$ cat src/common/fma_pkg.sv
package fma_pkg;

   // operand and accumulator widths
   localparam int operand_w = 32;
   localparam int wide_w    = 2 * operand_w;

   // slots in the product delay line unless the top level overrides it
   localparam int default_delay = 4;

   // product as it leaves the multiplier and moves down the delay line
   typedef struct packed {
      logic              valid;
      logic [wide_w-1:0] value;
   } product_t;

   // accumulated sum at the top-level output
   typedef struct packed {
      logic              valid;
      logic [wide_w-1:0] sum;
   } result_t;

endpackage

$ cat src/adder/prefix_adder_64.sv
`timescale 1ns/1ps

module prefix_adder_64 (
   input  logic [63:0] x,
   input  logic [63:0] y,
   output logic [63:0] sum
);

   // bit-level generate and propagate
   logic [63:0] g0;
   logic [63:0] p0;
   // after the two brent-kung levels
   logic [63:0] g1;
   logic [63:0] p1;
   logic [63:0] g2;
   logic [63:0] p2;
   // kogge-stone levels over the 4-bit group columns
   logic [63:0] gk [5];
   logic [63:0] pk [5];
   // group generate from bit 0 up to each bit
   logic [63:0] gf;
   logic [63:0] carry;

   assign g0 = x & y;
   assign p0 = x ^ y;

   // bk level 1, odd bits take their lower neighbour
   always_comb begin
      g1 = g0;
      p1 = p0;
      for (int i = 1; i < 64; i += 2) begin
         g1[i] = g0[i] | (p0[i] & g0[i-1]);
         p1[i] = p0[i] & p0[i-1];
      end
   end

   // bk level 2, every fourth bit spans 4 bits
   always_comb begin
      g2 = g1;
      p2 = p1;
      for (int i = 3; i < 64; i += 4) begin
         g2[i] = g1[i] | (p1[i] & g1[i-2]);
         p2[i] = p1[i] & p1[i-2];
      end
   end

   // ks over the 16 group columns, distances 4, 8, 16, 32
   always_comb begin
      gk[0] = g2;
      pk[0] = p2;
      for (int l = 0; l < 4; l++) begin
         gk[l+1] = gk[l];
         pk[l+1] = pk[l];
         for (int i = 3; i < 64; i += 4) begin
            if (i >= (4 << l)) begin
               gk[l+1][i] = gk[l][i] | (pk[l][i] & gk[l][i - (4 << l)]);
               pk[l+1][i] = pk[l][i] & pk[l][i - (4 << l)];
            end
         end
      end
   end

   // fill in the bits between the group columns
   always_comb begin
      gf = gk[4];
      // bits 4k+1 lean on the finished column two below
      for (int i = 5; i < 64; i += 4) begin
         gf[i] = g1[i] | (p1[i] & gf[i-2]);
      end
      // even bits lean on the odd bit right below, already complete
      for (int i = 2; i < 64; i += 2) begin
         gf[i] = g0[i] | (p0[i] & gf[i-1]);
      end
   end

   // no carry in; the carry out of bit 63 is dropped
   assign carry = {gf[62:0], 1'b0};
   assign sum   = p0 ^ carry;

endmodule

$ cat src/design/accumulate_stage.sv
`timescale 1ns/1ps

module accumulate_stage (
   input  logic                        clk,
   input  logic                        rst,
   input  fma_pkg::product_t           product,
   input  logic [fma_pkg::wide_w-1:0]  c,
   output fma_pkg::result_t            result
);

   import fma_pkg::*;

   logic [wide_w-1:0] c_reg;
   logic [wide_w-1:0] sum_next;

   // delayed product plus the addend from one cycle back
   prefix_adder_64 u_acc_add (
      .x   (product.value),
      .y   (c_reg),
      .sum (sum_next)
   );

   always_ff @(posedge clk or negedge rst) begin
      if (!rst) begin
         c_reg  <= '0;
         result <= '0;
      end else begin
         c_reg        <= c;
         result.valid <= product.valid;
         result.sum   <= sum_next;
      end
   end

   // valid goes through exactly one register in this stage
   a_valid_follows : assert property (
      @(posedge clk) disable iff (!rst)
      result.valid == $past(product.valid)
   ) else $error("result valid does not follow product valid by one cycle");

endmodule

$ cat config.mk
export PLATFORM = sky130hd
export DESIGN_NAME = accumulate_stage
export DESIGN_NICKNAME = d
export VERILOG_FILES = /design/src/common/fma_pkg.sv /design/src/adder/prefix_adder_64.sv /design/src/design/accumulate_stage.sv
export SDC_FILE = /design/constraint.sdc
export NUM_CORES = 1
export LEC_CHECK = 0
export BUFFER_PORTS_ARGS = -buffer_cell sky130_fd_sc_hd__buf_2
export CORE_UTILIZATION = 30
export CTS_CLUSTER_SIZE = 28
export DETAILED_ROUTE_END_ITERATION = 10
export PLACE_DENSITY = 0.64
export SLEW_MARGIN = 5
export SYNTH_ARGS = -nofsm -noshare
export SYNTH_HDL_FRONTEND = slang
export SYNTH_SLANG_ARGS = --single-unit
export TNS_END_PERCENT = 20
$ cat constraint.sdc
create_clock -name clk -period 3.75 [get_ports clk]
set_input_delay 0.1875 -clock clk [delete_from_list [all_inputs] [get_ports clk]]
set_output_delay 0.1875 -clock clk [all_outputs]
set_load 0.05 [all_outputs]
# Word level (Yosys, flattened, before mapping)
# Cells that the tools add are included.
# word_totals
register_bits	129
inputBits	131
out_inout_bits	65
wordCells	355
# op_classes
bitwise	352
# op_table
op	count
bitwise AND 1 bit	212
bitwise OR 1 bit	137
bitwise XOR 64 bit	2
bitwise AND 63 bit	1

# Logic depth before layout (Yosys ltp)
# logic_depth
word_depth	17
depth_mapped	12
ltp_nobuf	12

# Modules after synthesis
# From an unflattened synthesis, not the netlist that was laid out.
# unflattened
hier_cells	468
area_unflattened_um2	6100.9
# modules_own_cells
module	instances	cells_each	area_each_um2	seq_area_each_um2
accumulate_stage	1	129	3228.1	3228.1
prefix_adder_64	1	339	2872.8	0.0

# Worst setup path before layout
# OpenSTA, ideal clock, no wires.
# synth_path
kind	reg-to-reg
startpoint	register c_reg[0]
endpoint	register result[53] (netlist name)
setup_ps	125
t_arrival_ps	2870
required_ps	3625
path_slack_ps	755
path_stages_with_launch	13
n_path_buf	0
period_less_slack_ps	2995
path_cell_list	dfrtp_1 ha_1 fa_1 a211oi_1 o211ai_1 a32oi_1 o21ai_2 a41oi_4 o31ai_4 and2b_1 nand2b_1 fa_1 xor2_1
# synth_via
elab_chain_len	12
# synth_rtl
element	line_no	rtl
from (decl)	accumulate_stage.sv:13	logic [wide_w-1:0] c_reg;
from (signal assigned)	accumulate_stage.sv:25	c_reg <= '0;
from (signal assigned)	accumulate_stage.sv:28	c_reg <= c;
bitwise AND 63 bit	prefix_adder_64.sv:24	assign g0 = x & y;
bitwise AND 1 bit	prefix_adder_64.sv:32	g1[i] = g0[i] | (p0[i] & g0[i-1]);
bitwise OR 1 bit	prefix_adder_64.sv:32	
bitwise AND 1 bit	prefix_adder_64.sv:42	g2[i] = g1[i] | (p1[i] & g1[i-2]);
bitwise OR 1 bit	prefix_adder_64.sv:42	
bitwise AND 1 bit	prefix_adder_64.sv:56	gk[l+1][i] = gk[l][i] | (pk[l][i] & gk[l][i - (4 << l)]);
bitwise OR 1 bit	prefix_adder_64.sv:56	
bitwise AND 1 bit	prefix_adder_64.sv:56	
bitwise OR 1 bit	prefix_adder_64.sv:56	
bitwise AND 1 bit	prefix_adder_64.sv:72	gf[i] = g0[i] | (p0[i] & gf[i-1]);
bitwise OR 1 bit	prefix_adder_64.sv:72	
bitwise XOR 64 bit	prefix_adder_64.sv:78	assign sum = p0 ^ carry;
via sum_next[53]	accumulate_stage.sv:14	logic [wide_w-1:0] sum_next;
to (decl)	accumulate_stage.sv:8	output fma_pkg::result_t result
# The timed path passes the listed nets, and every way through them passes these cells.

# Worst setup path in the final report
# layout_path
startpoint	input product[0] (netlist name)
endpoint	register result[61] (netlist name)
# layout_via
elab_chain_len	14
# layout_rtl
element	line_no	rtl
from (decl)	accumulate_stage.sv:6	input fma_pkg::product_t product,
bitwise AND 63 bit	prefix_adder_64.sv:24	
bitwise AND 1 bit	prefix_adder_64.sv:32	
bitwise OR 1 bit	prefix_adder_64.sv:32	
bitwise AND 1 bit	prefix_adder_64.sv:42	
bitwise OR 1 bit	prefix_adder_64.sv:42	
bitwise AND 1 bit	prefix_adder_64.sv:56	
bitwise OR 1 bit	prefix_adder_64.sv:56	
bitwise AND 1 bit	prefix_adder_64.sv:56	
bitwise OR 1 bit	prefix_adder_64.sv:56	
bitwise AND 1 bit	prefix_adder_64.sv:56	
bitwise OR 1 bit	prefix_adder_64.sv:56	
bitwise AND 1 bit	prefix_adder_64.sv:72	
bitwise OR 1 bit	prefix_adder_64.sv:72	
bitwise XOR 64 bit	prefix_adder_64.sv:78	
via sum_next[61]	accumulate_stage.sv:14	
# The timed path passes the listed nets, and every way through them passes these cells.

==> impl_metrics.py <==
metrics = {
    "outcome": {
        "outcome": "finished clean",
    },
    "worst_setup_path": {
        "arrival_ps": 3780,
        "critPathCaptureType": "register",
        "setup.worst_path.start_class": "input port",
        "crit_chain": "dlygate4sd3_1 -> buf_2 -> ha_1 -> fa_1 -> a211oi_1 -> o211ai_1 -> a32oi_1 -> o21ai_2 -> a41oi_4 -> o31ai_4 -> a31oi_1 -> nand2b_1 -> fa_1 -> xor2_1",
        "cp.buffers_inverters": 2,
        "worstPathRequired_ps": 4040,
        "critPathKind": "input port to register",
        "cpMaxStageDelayCell": "dlygate4sd3_1",
        "critical-path-top-delay-family": "compound AO/OA/AOI/OAI gates",
        "max_stage_delay_ps": 530,
        "critPathMostFrequentCell": "fa_1",
        "critPathMaxFanout": 5,
    },
    "timing": {
        "rsz0062_at_grt": "false",
        "relSlewSlack": 0.461,
        "fmax_mhz": 286,
        "clock-skew-final_ps": 8.31,
        "hold_violations": 0,
        "report.final.slew_viol_count": 0,
        "period_share": 0.932,
        "post-route-min-period_ps": 3490,
        "setup_tns_ps": 0,
        "tightest_slew_ps": 809,
        "worst_slack_ps": 257,
        "hold-worst-slack_ps": 59.8,
        "setup_viol": 0,
    },
    "yosys": {
        "avgSynthCellArea_um2": 12.9,
        "ys_warn_count": 0,
        "synthSimpleGateAreaFrac": 0.0423,
        "synth-seq-cells": 129,
        "synth_area_mm2": 0.00601,
        "syn_inst": 464,
        "synth.most_common_cell": "dfrtp_1",
        "synth_ff_type": "dfrtp_1",
        "yosysSeqAreaShare": 0.537,
        "synth_compound_area_frac": 0.0952,
        "async_flop_share": 1.00,
        "synth_top_area_share": 0.537,
        "synth.distinct_cells": 36,
        "synth_fa_ha_area_frac": 0.234,
        "synthTopCellsByArea": "dfrtp_1 54%, ha_1 13%, fa_1 11%",
        "synth.area.mux_share": 0,
        "synth-edff-count": 0,
        "synth_top_cell_by_area": "dfrtp_1",
        "synth_xor_area_frac": 0.0466,
        "synth_top_family_by_area": "adder cells",
        "synth_fp_nets": 688,
        "synth_commonest_cells": "129 x dfrtp_1, 72 x inv_1, 61 x ha_1, 32 x a21oi_1, 32 x fa_1",
    },
    "placed_design": {
        "hpwl_um": 10100,
        "pre_cts_slack_ps": 315,
        "gp_congestion": 0.738,
        "io_buffers": 195,
    },
    "clock_network": {
        "insertion_delay_ps": 400,
        "cts.path.max_buffers": 2,
        "root_buffer": "clkbuf_16",
        "cts.sinks": 129,
        "cts_max_level": 4,
        "numCtsBuffers": 17,
        "cts_tree": "done",
        "cts.reportedPaths.clkPinSlew_ps": 60,
        "post_cts_resized": 0,
    },
    "drt": {
        "met3WireLength_um": 896,
        "wl_um": 13100,
        "vias": 4256,
        "first_pass_iters": 4,
        "drc": 0,
        "route.met2.wl_um": 6450,
        "drt_iter0_drc": 59,
        "drt-met1-wl_um": 5600,
        "ant_nets": 0,
        "avgRoutedWirePerCell_um": 12.8,
        "vias_per_cell": 4.15,
        "top_layer_used": "met4",
    },
    "finish": {
        "largest_reg_flops": 65,
        "multi_input_area_mm2": 0.00251,
        "drive_above_1_share": 0.305,
        "area_growth_pct": 43.1,
        "fillers": 1847,
        "diodes": 0,
        "register_area_mm2": 0.00323,
        "nets": 971,
    },
    "floorplan": {
        "die_area_mm2": 0.0206,
        "io_pins": 196,
        "die_h_um": 144,
        "start_util": 0.308,
        "core-area_mm2": 0.0195,
        "rows": 51,
        "die_w_um": 144,
    },
    "power": {
        "total_power_uw": 4550,
        "leakage_uw": 0.00436,
        "vdd_drop_max_v": 0.000277,
        "power.density_mw_per_mm2": 529,
    },
    "grt": {
        "overflow": 0,
        "grtUsageTotal": 0.135,
        "antenna_found_initial": 0,
        "grt_pass1_vias": 4439,
        "grt_pass1_wl_um": 20900,
        "grt_start_max_net_pins": 90,
    },
    "min_path": {
        "worstHoldPathType": "input port to register",
    },
    "flow_run": {
        "max-cap-violations": 0,
    },
}
==> layout make-up <==
| type | count | share of cell area |
|---|---|---|
| multi-input combinational | 263 | 0.292 |
| clock inverter | 10 | 0.0125 |
| inverter | 72 | 0.0314 |
| sequential | 129 | 0.375 |
| timing repair buffer | 264 | 0.194 |
| clock buffer | 22 | 0.0563 |
| tap | 265 | 0.0386 |
==> routing by layer <==
| metal | GRT usage | up-vias |
|---|---|---|
| met5 | 0 | - |
| met4 | 0.0476 | 0 |
| met3 | 0.0427 | 10 |
| met2 | 0.231 | 135 |
| met1 | 0.159 | 2011 |
| li1 | - | 2100 |
==> metrics by stage <==
step           utilization  cell area (um2)  instances
2_1_floorplan            -             6010        464
3_3_place_gp         0.376             7340        926
3_5_place_dp         0.376             7340        926
4_1_cts              0.440             8600       1025
5_1_grt              0.440             8600       1025
6_report             0.440             8600       1025
==> logic make-up (layout without fill, tap and decap cells) <==
family,Yosys count,in the layout
buffers and inverters,72,368
xor gates and xnor gates,32,32
DFF,129,129
AOI/OAI and AO/OA,88,88
and+or+nand+nor,50,50
adders and majority gates,93,93
==> path summary, 6_finish.rpt <==
path                       startpoint    endpoint  slack [ps]  cells after the start
max                        product[0]  result[61]         260                     14
min                        product[1]   result[1]          60                      2
max reg2reg                  c_reg[0]  result[61]         350                     12
min reg2reg                  c_reg[0]   result[0]         480                      1
max in group asynchronous         rst   c_reg[44]        2510                      3
min in group asynchronous         rst   result[6]         410                      2
==> worst reg2reg max path, stage by stage (launching register included) <==
cell and delay [ps]:
dfrtp_1 360, ha_1 190, fa_1 410, a211oi_1 300, o211ai_1 170, a32oi_1 300
o21ai_2 160, a41oi_4 310, o31ai_4 160, a31oi_1 250, nand2b_1 110, fa_1 400
xor2_1 170
==> where the power goes <==
| part | internal, uW | total [uW] | switching [uW] | leakage (uW) |
|---|---|---|---|---|
| combinational | 382 | 1280 | 899 | 0.00257 |
| sequential | 1580 | 1630 | 54.8 | 0.00150 |
| clock | 1040 | 1640 | 593 | 0.000288 |
==> layout by cell type, fill, tap and decap left out, types with 17 or more instances in the layout <==
cell type / n
buf_2: 194
dfrtp_1: 129
inv_1: 72
dlygate4sd3_1: 67
ha_1: 61
a21oi_1: 32
fa_1: 32
xnor2_1: 23
nand2_1: 17
clkbuf_16: 17
==> timing repair <==
item / CTS / global route
endpoints found under the hold margin: 153 / 0
buffers inserted: 0 / 0
hold buffers: 67 / 0
No activity file was read; power rests on OpenSTA's default activity.
