--- config.mk ---
export PLATFORM = sky130hd
export DESIGN_NAME = product_delay_line
export DESIGN_NICKNAME = d
export VERILOG_FILES = /design/src/common/fma_pkg.sv /design/src/design/product_delay_line.sv
export SDC_FILE = /design/constraint.sdc
export NUM_CORES = 1
export LEC_CHECK = 0
export BUFFER_PORTS_ARGS = -buffer_cell sky130_fd_sc_hd__buf_2
export CORE_MARGIN = 10
export CORE_UTILIZATION = 48
export DETAILED_ROUTE_END_ITERATION = 6
export GPL_TIMING_DRIVEN = 0
export PLACE_DENSITY = 0.73
export SYNTH_ARGS = -nofsm -noshare
export SYNTH_HDL_FRONTEND = slang
export SYNTH_SLANG_ARGS = --single-unit
export TNS_END_PERCENT = 50
--- constraint.sdc ---
create_clock -name clk -period 0.8 [get_ports clk]
set_clock_uncertainty 0.1 [all_clocks]
set_input_delay 0.08 -clock clk [delete_from_list [all_inputs] [get_ports clk]]
set_output_delay 0.08 -clock clk [all_outputs]
set_load 0.01 [all_outputs]
--- src/common/fma_pkg.sv ---
package fma_pkg;

   // operand and accumulator widths
   localparam int operand_w = 32;
   localparam int wide_w    = 2 * operand_w;

   // slots in the product delay line unless the top level overrides it
   localparam int default_delay = 4;

   // product as it leaves the multiplier and moves down the delay line
   typedef struct packed {
      logic              valid;
      logic [wide_w-1:0] value;
   } product_t;

   // accumulated sum at the top-level output
   typedef struct packed {
      logic              valid;
      logic [wide_w-1:0] sum;
   } result_t;

endpackage

--- src/design/product_delay_line.sv ---
`timescale 1ns/1ps

module product_delay_line #(
   parameter int product_delay = fma_pkg::default_delay
) (
   input  logic              clk,
   input  logic              rst,
   input  fma_pkg::product_t product_in,
   output fma_pkg::product_t product_out
);

   import fma_pkg::*;

   product_t slots [product_delay];

   if (product_delay < 1 || product_delay > 8) begin : g_range_check
      $error("product_delay must be within 1 to 8");
   end

   // slot 0 takes the new product, everything moves up one
   always_ff @(posedge clk or negedge rst) begin
      if (!rst) begin
         for (int i = 0; i < product_delay; i++) begin
            slots[i] <= '0;
         end
      end else begin
         slots[0] <= product_in;
         for (int i = 1; i < product_delay; i++) begin
            slots[i] <= slots[i-1];
         end
      end
   end

   // oldest slot feeds the accumulator
   assign product_out = slots[product_delay-1];

   // an x valid would propagate into result.valid and the model pairing
   a_valid_known : assert property (
      @(posedge clk) disable iff (!rst)
      !$isunknown(product_out.valid)
   ) else $error("delayed product valid is unknown");

endmodule

Yosys cells after proc, flatten, opt, wreduce, memory -nomap -nowiden
Cells that the tools add are included.

Word-level logic and storage cells: 8. Flip-flop bits (word level): 260. Input port bits: 67. Output and inout port bits: 65.

Logic depth before layout (Yosys ltp)
Gate-level depths: netlist of the first run.

Depth after elaboration: 0. Depth in mapped cells: 1. Mapped depth without buffers: 0.

Worst setup path before layout of the first run
OpenSTA, ideal clock, no wires.

Path kind: reg2out. Start point: register slots (netlist bit product_out[0]). End point: output port product_out[0] (netlist bit). Path slack: 0.153 ns. Path buffers: 1. Cell stages (with the launch flop): 2. Arrival: 0.467 ns. Path through: dfrtp_1 -> buf_4.

RTL lines: from (decl) (RTL line product_delay_line.sv:14) `product_t slots [product_delay];`; from (signal, indexed assignment) (RTL line product_delay_line.sv:29) `slots[i] <= slots[i-1];`; to (decl) (RTL line product_delay_line.sv:9) `output fma_pkg::product_t product_out`.

No word-level cell between the ends.

Worst setup path in the final report of the first run
Start point: register slots (netlist bit product_out[39]). End point: output port product_out[39] (netlist bit).

No word-level cell between the ends.

==> key figures, run 1 <==
Setup path
  • Bufs and invs on worst path: 1
  • CP startpoint kind: flop
  • Worst-path maximum fanout: 1
  • CP Cell Sequence: buf_6
  • CP required: 0.62 ns
  • Arrival @ worst endpoint: 1.04 ns
  • Crit. End Element: output port
  • Slowest Stage Delay on Critical Path: 0.41 ns
  • CP delay by family, top: flip-flops
  • CP Class: reg2out
  • Slowest CP cell: dfrtp_1

Synth
  • YS warnings: 0
  • Leading area contributor after synthesis: dfrtp_1
  • Post-Syn Area: 6990 sq um
  • Post-Synth Adder-Cell Area: 0
  • Post-Syn Instances: 325
  • Synthesized flop and latch total: 260
  • Sequential area share after synthesis: 0.930
  • Area contributors post-synth: dfrtp_1 93%, buf_4 7.0%
  • Xor/xnor share of the synthesized area: 0
  • Simple-gate share of the synthesized area: 0
  • Largest family of logic cells by synthesized area: buffers and inverters
  • Synth top area share: 0.930
  • Netlist cell types: 2
  • Mux contribution to synthesized area: 0
  • Synth Area in Compound Gates: 0
  • Post-Synthesis Mean Instance Area: 21.5 sq um
  • Syn_nets: 392

Finish
  • Multi-In Gates: 0
  • Post-layout instance area: 9540 sq um
  • Register area: 6510 sq um
  • Fin nets: 553
  • Layout area overhead: 36.3%
  • # fillers: 931
  • Layout cells sized above 1: 0.358
  • Fin util: 0.661
  • Multi-input logic area: 0 sq um

CTS
  • CTS tree: done
  • # clock sinks: 260
  • Clock transition at the registers of the reported paths: 0.06 ns
  • Worst-skew pair later-pin latency: 0.51 ns
  • H-Tree Depth: 1
  • Max Buffers Root-to-Sink: 3
  • Clock buffer count from CTS: 26
  • CTS Hold Bufs: 65
  • Root Driver: clkbuf_16
  • # Post-CTS Setup Buffers: 0

Floorplan
  • Total die area: 19800 sq um
  • Die Width: 141 microns
  • Starting Density: 0.485
  • Ports: 132
  • Std-Cell Rows: 44
  • Die H: 141 microns
  • Core area: 14400 sq um

Hold path
  • Hold/Removal Path Class: in2async

Place
  • Post-DP HPWL: 6.48 mm
  • Pre-CTS setup slack: -0.659 ns
  • IO Port Bufs: 131
  • Area after DPL: 7920 sq um
  • GP Congestion: 0.701

Global route
  • Gr usage total: 0.116
  • Overflow after GRT: 0
  • Met2 usage: 0.199
  • Vias in the first global route: 3360
  • Grt met3 use: 0.0490
  • First-pass GRT wire length: 18.3 mm
  • GR Util met1: 0.129
  • Global routing's busiest layer: met2
  • Antenna violations before repair: 1
  • Largest net degree at the start of global routing: 139

Power
  • Comb power frac: 0.040
  • Pint: 23.3 mW
  • Max IR drop VDD: 3200 uV
  • Switching Power: 5.48 mW
  • Power share of the clock group: 0.472
  • PD cells: 3020 nW/um^2
  • Net Sw Frac: 0.190
  • Sequential power share: 0.488
  • Final Power: 28.8 mW
  • Pleak: 4.49 nW

Timing
  • Tcrit/Tclk final: 1.53
  • Max-slew headroom: 0.572
  • Worst Slack Setup Final: -0.425 ns
  • Max Freq: 816 MHz
  • Fin. Hold Viols: 191
  • Tmin final: 1.22 ns
  • Hold Slack: -0.559 ns
  • Least-Margin Pin Slew: 0.642 ns
  • Final Slew Violations: 0
  • RSZ-0062 raised after global routing: yes
  • Final setup viols: 65

Route
  • Via count: 2856
  • ANT nets after route: 0
  • Drt initial violations: 79
  • Residual DRC: 0
  • Mean number of vias per cell: 4.13
  • Mean routed wirelength per cell: 16.4 microns
  • DRT Pass-1 Iters: 2
  • Routed WL: 11.4 mm

Job
  • Max-cap viol count: 0

Run status
  • Status: complete, but fails checks
  • Failing checks: negative hold slack, negative setup slack
## flip-flops by register name, summed over array words and instances, names as in the netlist
| signal | count |
|---|---|
| product_out | 65 |
| slots | 195 |
## power by group through the flow
| stage | sequential [mW] | clock, mW | combinational (mW) |
|---|---|---|---|
| 2_1_floorplan | 14.2 | 0 | 0.331 |
| 5_1_grt | 14.1 | 14.5 | 1.27 |
| 3_3_place_gp | 14.2 | 0 | 0.900 |
| 6_report | 14.0 | 13.6 | 1.16 |
| 4_1_cts | 14.1 | 14.0 | 1.16 |
| 3_5_place_dp | 14.2 | 0 | 0.949 |
## final timing paths
path | start | end | slack [ns] | depth (start not counted)
setup reg to reg | slots[155] | slots[90] | 0.21 | 0
hold reg to reg | slots[205] | slots[140] | 0.24 | 0
hold / removal | rst | product_out[17] | -0.56 | 1
setup / recovery | product_out[39] | product_out[39] | -0.42 | 1
max in group asynchronous | rst | product_out[32] | 0.35 | 2
min in group clk | product_in[41] | slots[236] | 0.11 | 2
## cell usage in the layout (no fill, tap or decap), drive strengths merged
master / instances
dlygate4sd3: 65
diode: 1
inv: 1
buf: 132
clkinv: 6
clkbuf: 36
bufinv: 6
dfrtp: 260
## cell usage after synthesis
library cell    n
buf_4          65
dfrtp_1       260
## metal layers
metal / routed length (microns) / vias to the layer above
met1: 4170 / 1465
li1: - / 1265
met5: 0 / -
met4: 244 / 0
met2: 5960 / 102
met3: 978 / 24
## through the flow
stage,setup TNS [ns],instances
after floorplan,0,325
after global placement,-1162.23,640
after detailed placement,-99.90,641
after CTS,-26.74,689
after global routing,-27.91,691
final,-25.05,691
## area by class of cell
class                 count  area share
Sequential cell         260       0.682
Timing Repair Buffer    198       0.187
Clock buffer             35      0.0824
Clock inverter           13      0.0241
Tap cell                184      0.0241
Antenna cell              1    0.000262
## kinds of logic after synthesis
family / count (synthesis)
buffers and inverters: 65
DFF: 260
## what timing repair did
item                                    in CTS  in global routing
resized for setup                           80                  0
endpoints found under the hold margin      187                122
endpoints found under the setup margin     203                202
gates cloned                                 0                  1
Note: power is estimated with default switching activity, not from simulation.
==> run 2: changes to the inputs <==
--- a/config.mk
+++ b/config.mk
@@ -10,6 +10,7 @@
 export CORE_UTILIZATION = 48
 export DETAILED_ROUTE_END_ITERATION = 6
 export GPL_TIMING_DRIVEN = 0
+export MAX_ROUTING_LAYER = met4
 export PLACE_DENSITY = 0.73
 export SYNTH_ARGS = -nofsm -noshare
 export SYNTH_HDL_FRONTEND = slang
==> run 2 against run 1 <==
Effect of this change: the flow still finishes with violations (negative hold slack, negative setup slack); die area did not move; core utilization did not move; critical endpoint unchanged; global-route usage is 0.34 points higher; critical path type unchanged; combinational power hardly changed; via count down 0.11%; highest routed layer unchanged.
==> key figures, run 2 (synthesis gave the netlist of run 1 again) <==
Route
  • Met3 wire length: 980 microns (+0.20%)
  • Drt initial violations: 86 (+8.9%)
  • WL met2: 5.97 mm (+0.18%)
  • DRT Pass-1 Iters: 2 (unchanged)
  • WL met1: 4.17 mm (about the same)
  • Mean number of vias per cell: 4.13 (-0.11%)
  • Residual DRC: 0 (unchanged)
  • ANT nets after route: 0 (unchanged)
  • Routed WL: 11.4 mm (+0.12%)
  • Mean routed wirelength per cell: 16.5 microns (+0.12%)
  • Top Layer Used: met4
  • Via count: 2853 (-0.11%)

Timing
  • Final setup viols: 65 (unchanged)
  • Max-slew headroom: 0.556 (-0.0166)
  • Fin. Hold Viols: 260 (+36%)
  • Final Slew Violations: 0 (unchanged)
  • Worst Slack Setup Final: -0.425 ns (-0.000418 ns)
  • Setup TNS: -25.06 ns (-0.00880 ns)
  • RSZ-0062 raised after global routing: yes
  • Hold Slack: -0.574 ns (-0.0151 ns)
  • Least-Margin Pin Slew: 0.667 ns (+0.0249 ns)
  • Tcrit/Tclk final: 1.53 (about the same)
  • Tmin final: 1.23 ns (+0.000418 ns)
  • Max Freq: 816 MHz (about the same)

Power
  • Comb power frac: 0.040 (about the same)
  • Pleak: 4.49 nW (unchanged)
  • Pint: 23.3 mW (about the same)
  • Net Sw Frac: 0.190 (about the same)
  • PD cells: 3020 nW/um^2 (about the same)
  • Switching Power: 5.48 mW (about the same)
  • Max IR drop VDD: 3200 uV (about the same)
  • Power share of the clock group: 0.472 (about the same)
  • Sequential power share: 0.488 (about the same)

Setup path
  • Arrival @ worst endpoint: 1.05 ns (about the same)
  • Slowest CP cell: dfrtp_1
  • CP Class: reg2out
  • R2R setup slack: 0.20 ns (about the same)
  • Bufs and invs on worst path: 1 (unchanged)
  • CP delay by family, top: flip-flops
  • Worst R2R Start: slots[178]
  • R2R depth: 0 (unchanged)
  • Slowest Stage Delay on Critical Path: 0.41 ns (about the same)
  • Crit. End Element: output port
  • CP Cell Sequence: buf_6
  • CP startpoint kind: flop
  • CP required: 0.62 ns (about the same)
  • RR Endpoint: slots[113]
  • Worst-path maximum fanout: 1 (unchanged)

Floorplan
  • Ports: 132 (unchanged)
  • Starting Density: 0.485 (unchanged)
  • Std-Cell Rows: 44 (unchanged)
  • Die Width: 141 microns (unchanged)
  • Core area: 14400 sq um (unchanged)
  • Total die area: 19800 sq um (unchanged)
  • Die H: 141 microns (unchanged)

Run status
  • Status: complete, but fails checks
  • Failing checks: negative hold slack, negative setup slack

Finish
  • Most frequent cells in the layout: 260 x dfrtp_1, 65 x dlygate4sd3_1, 65 x buf_2, 65 x buf_6, 28 x clkbuf_16
  • Register area: 6510 sq um (unchanged)
  • Fin nets: 553 (unchanged)
  • # fillers: 931 (unchanged)
  • Post-Layout Cell Count: 691 (unchanged)
  • Top reg by flops: slots
  • Max FFs per register: 195 (unchanged)
  • Layout cells sized above 1: 0.358 (unchanged)
  • Commonest non-fill, non-tap cell in the layout: dfrtp_1
  • Multi-input logic area: 0 sq um (unchanged)
  • Multi-In Gates: 0 (unchanged)
  • Fin util: 0.661 (unchanged)
  • Layout area overhead: 36.3% (unchanged)

CTS
  • Clock transition at the registers of the reported paths: 0.06 ns (about the same)
  • CTS tree: done
  • Max Buffers Root-to-Sink: 3 (unchanged)
  • Clock buffer count from CTS: 26 (unchanged)
  • H-Tree Depth: 1 (unchanged)
  • Root Driver: clkbuf_16
  • # Post-CTS Setup Buffers: 0 (unchanged)
  • CTS Hold Bufs: 65 (unchanged)
  • Worst-skew pair later-pin latency: 0.51 ns (about the same)
  • # clock sinks: 260 (unchanged)

Global route
  • Vias in the first global route: 3370 (+0.30%)
  • Overflow after GRT: 0 (unchanged)
  • First-pass GRT wire length: 18.3 mm (-0.22%)
  • Largest net degree at the start of global routing: 139 (unchanged)
  • Antenna violations before repair: 1 (unchanged)
  • Gr usage total: 0.119 (+0.00339)

Place
  • IO Port Bufs: 131 (unchanged)
  • Pre-CTS setup slack: -0.659 ns (unchanged)
  • GP Congestion: 0.708 (+1.1%)
  • Dpl cells: 641 (unchanged)
  • Post-DP HPWL: 6.48 mm (unchanged)

Hold path
  • Hold/Removal Path Class: in2async

Job
  • Max-cap viol count: 0 (unchanged)
==> run 2: cell counts in the layout (fill, tap and decap cells not counted) <==
No cell type changed its count.
==> run 2: how the worst max path moves through the flow <==
stage / endpoint / depth (start not counted) / slack, ns / startpoint
finish: product_out[39] / 1 / -0.43 / product_out[39]
global route: product_out[39] / 1 / -0.47 / product_out[39]
CTS: product_out[41] / 1 / -0.44 / product_out[41]
detailed placement: slots[229] / 2 / -0.66 / rst
global placement: slots[139] / 1 / -4.48 / rst
floorplan: product_out[0] / 1 / 0.15 / product_out[0]
==> run 2: what timing repair did <==
action,CTS,global route
endpoints found under the hold margin,187,122
gates cloned,0,1
gates resized for setup,80,0
setup endpoints to repair,203,202
==> run 2: final cells by class <==
type / instances / share of cell area
Sequential cell: 260 / 0.682
Timing Repair Buffer: 198 / 0.187
Clock buffer: 35 / 0.0824
Clock inverter: 13 / 0.0241
Tap cell: 184 / 0.0241
Antenna cell: 1 / 0.000262
==> run 2: routing by layer <==
layer,vias to the layer above,GRT usage
met5,-,-
met4,0,0.0337
met3,24,0.0487
met2,102,0.199
met1,1462,0.129
li1,1265,-
==> run 2: power by group through the flow <==
stage	combinational [mW]	sequential [mW]	clock, mW
finish	1.16	14.0	13.6
global route	1.27	14.1	14.5
CTS	1.16	14.1	14.0
detailed placement	0.949	14.2	0
global placement	0.900	14.2	0
floorplan	0.331	14.2	0
==> run 2: through the flow <==
step / power [mW] / instance area [sq um]
2_1_floorplan: 14.5 / 6990
3_3_place_gp: 15.1 / 7880
3_5_place_dp: 15.2 / 7920
4_1_cts: 29.2 / 9510
5_1_grt: 29.9 / 9540
6_report: 28.8 / 9540
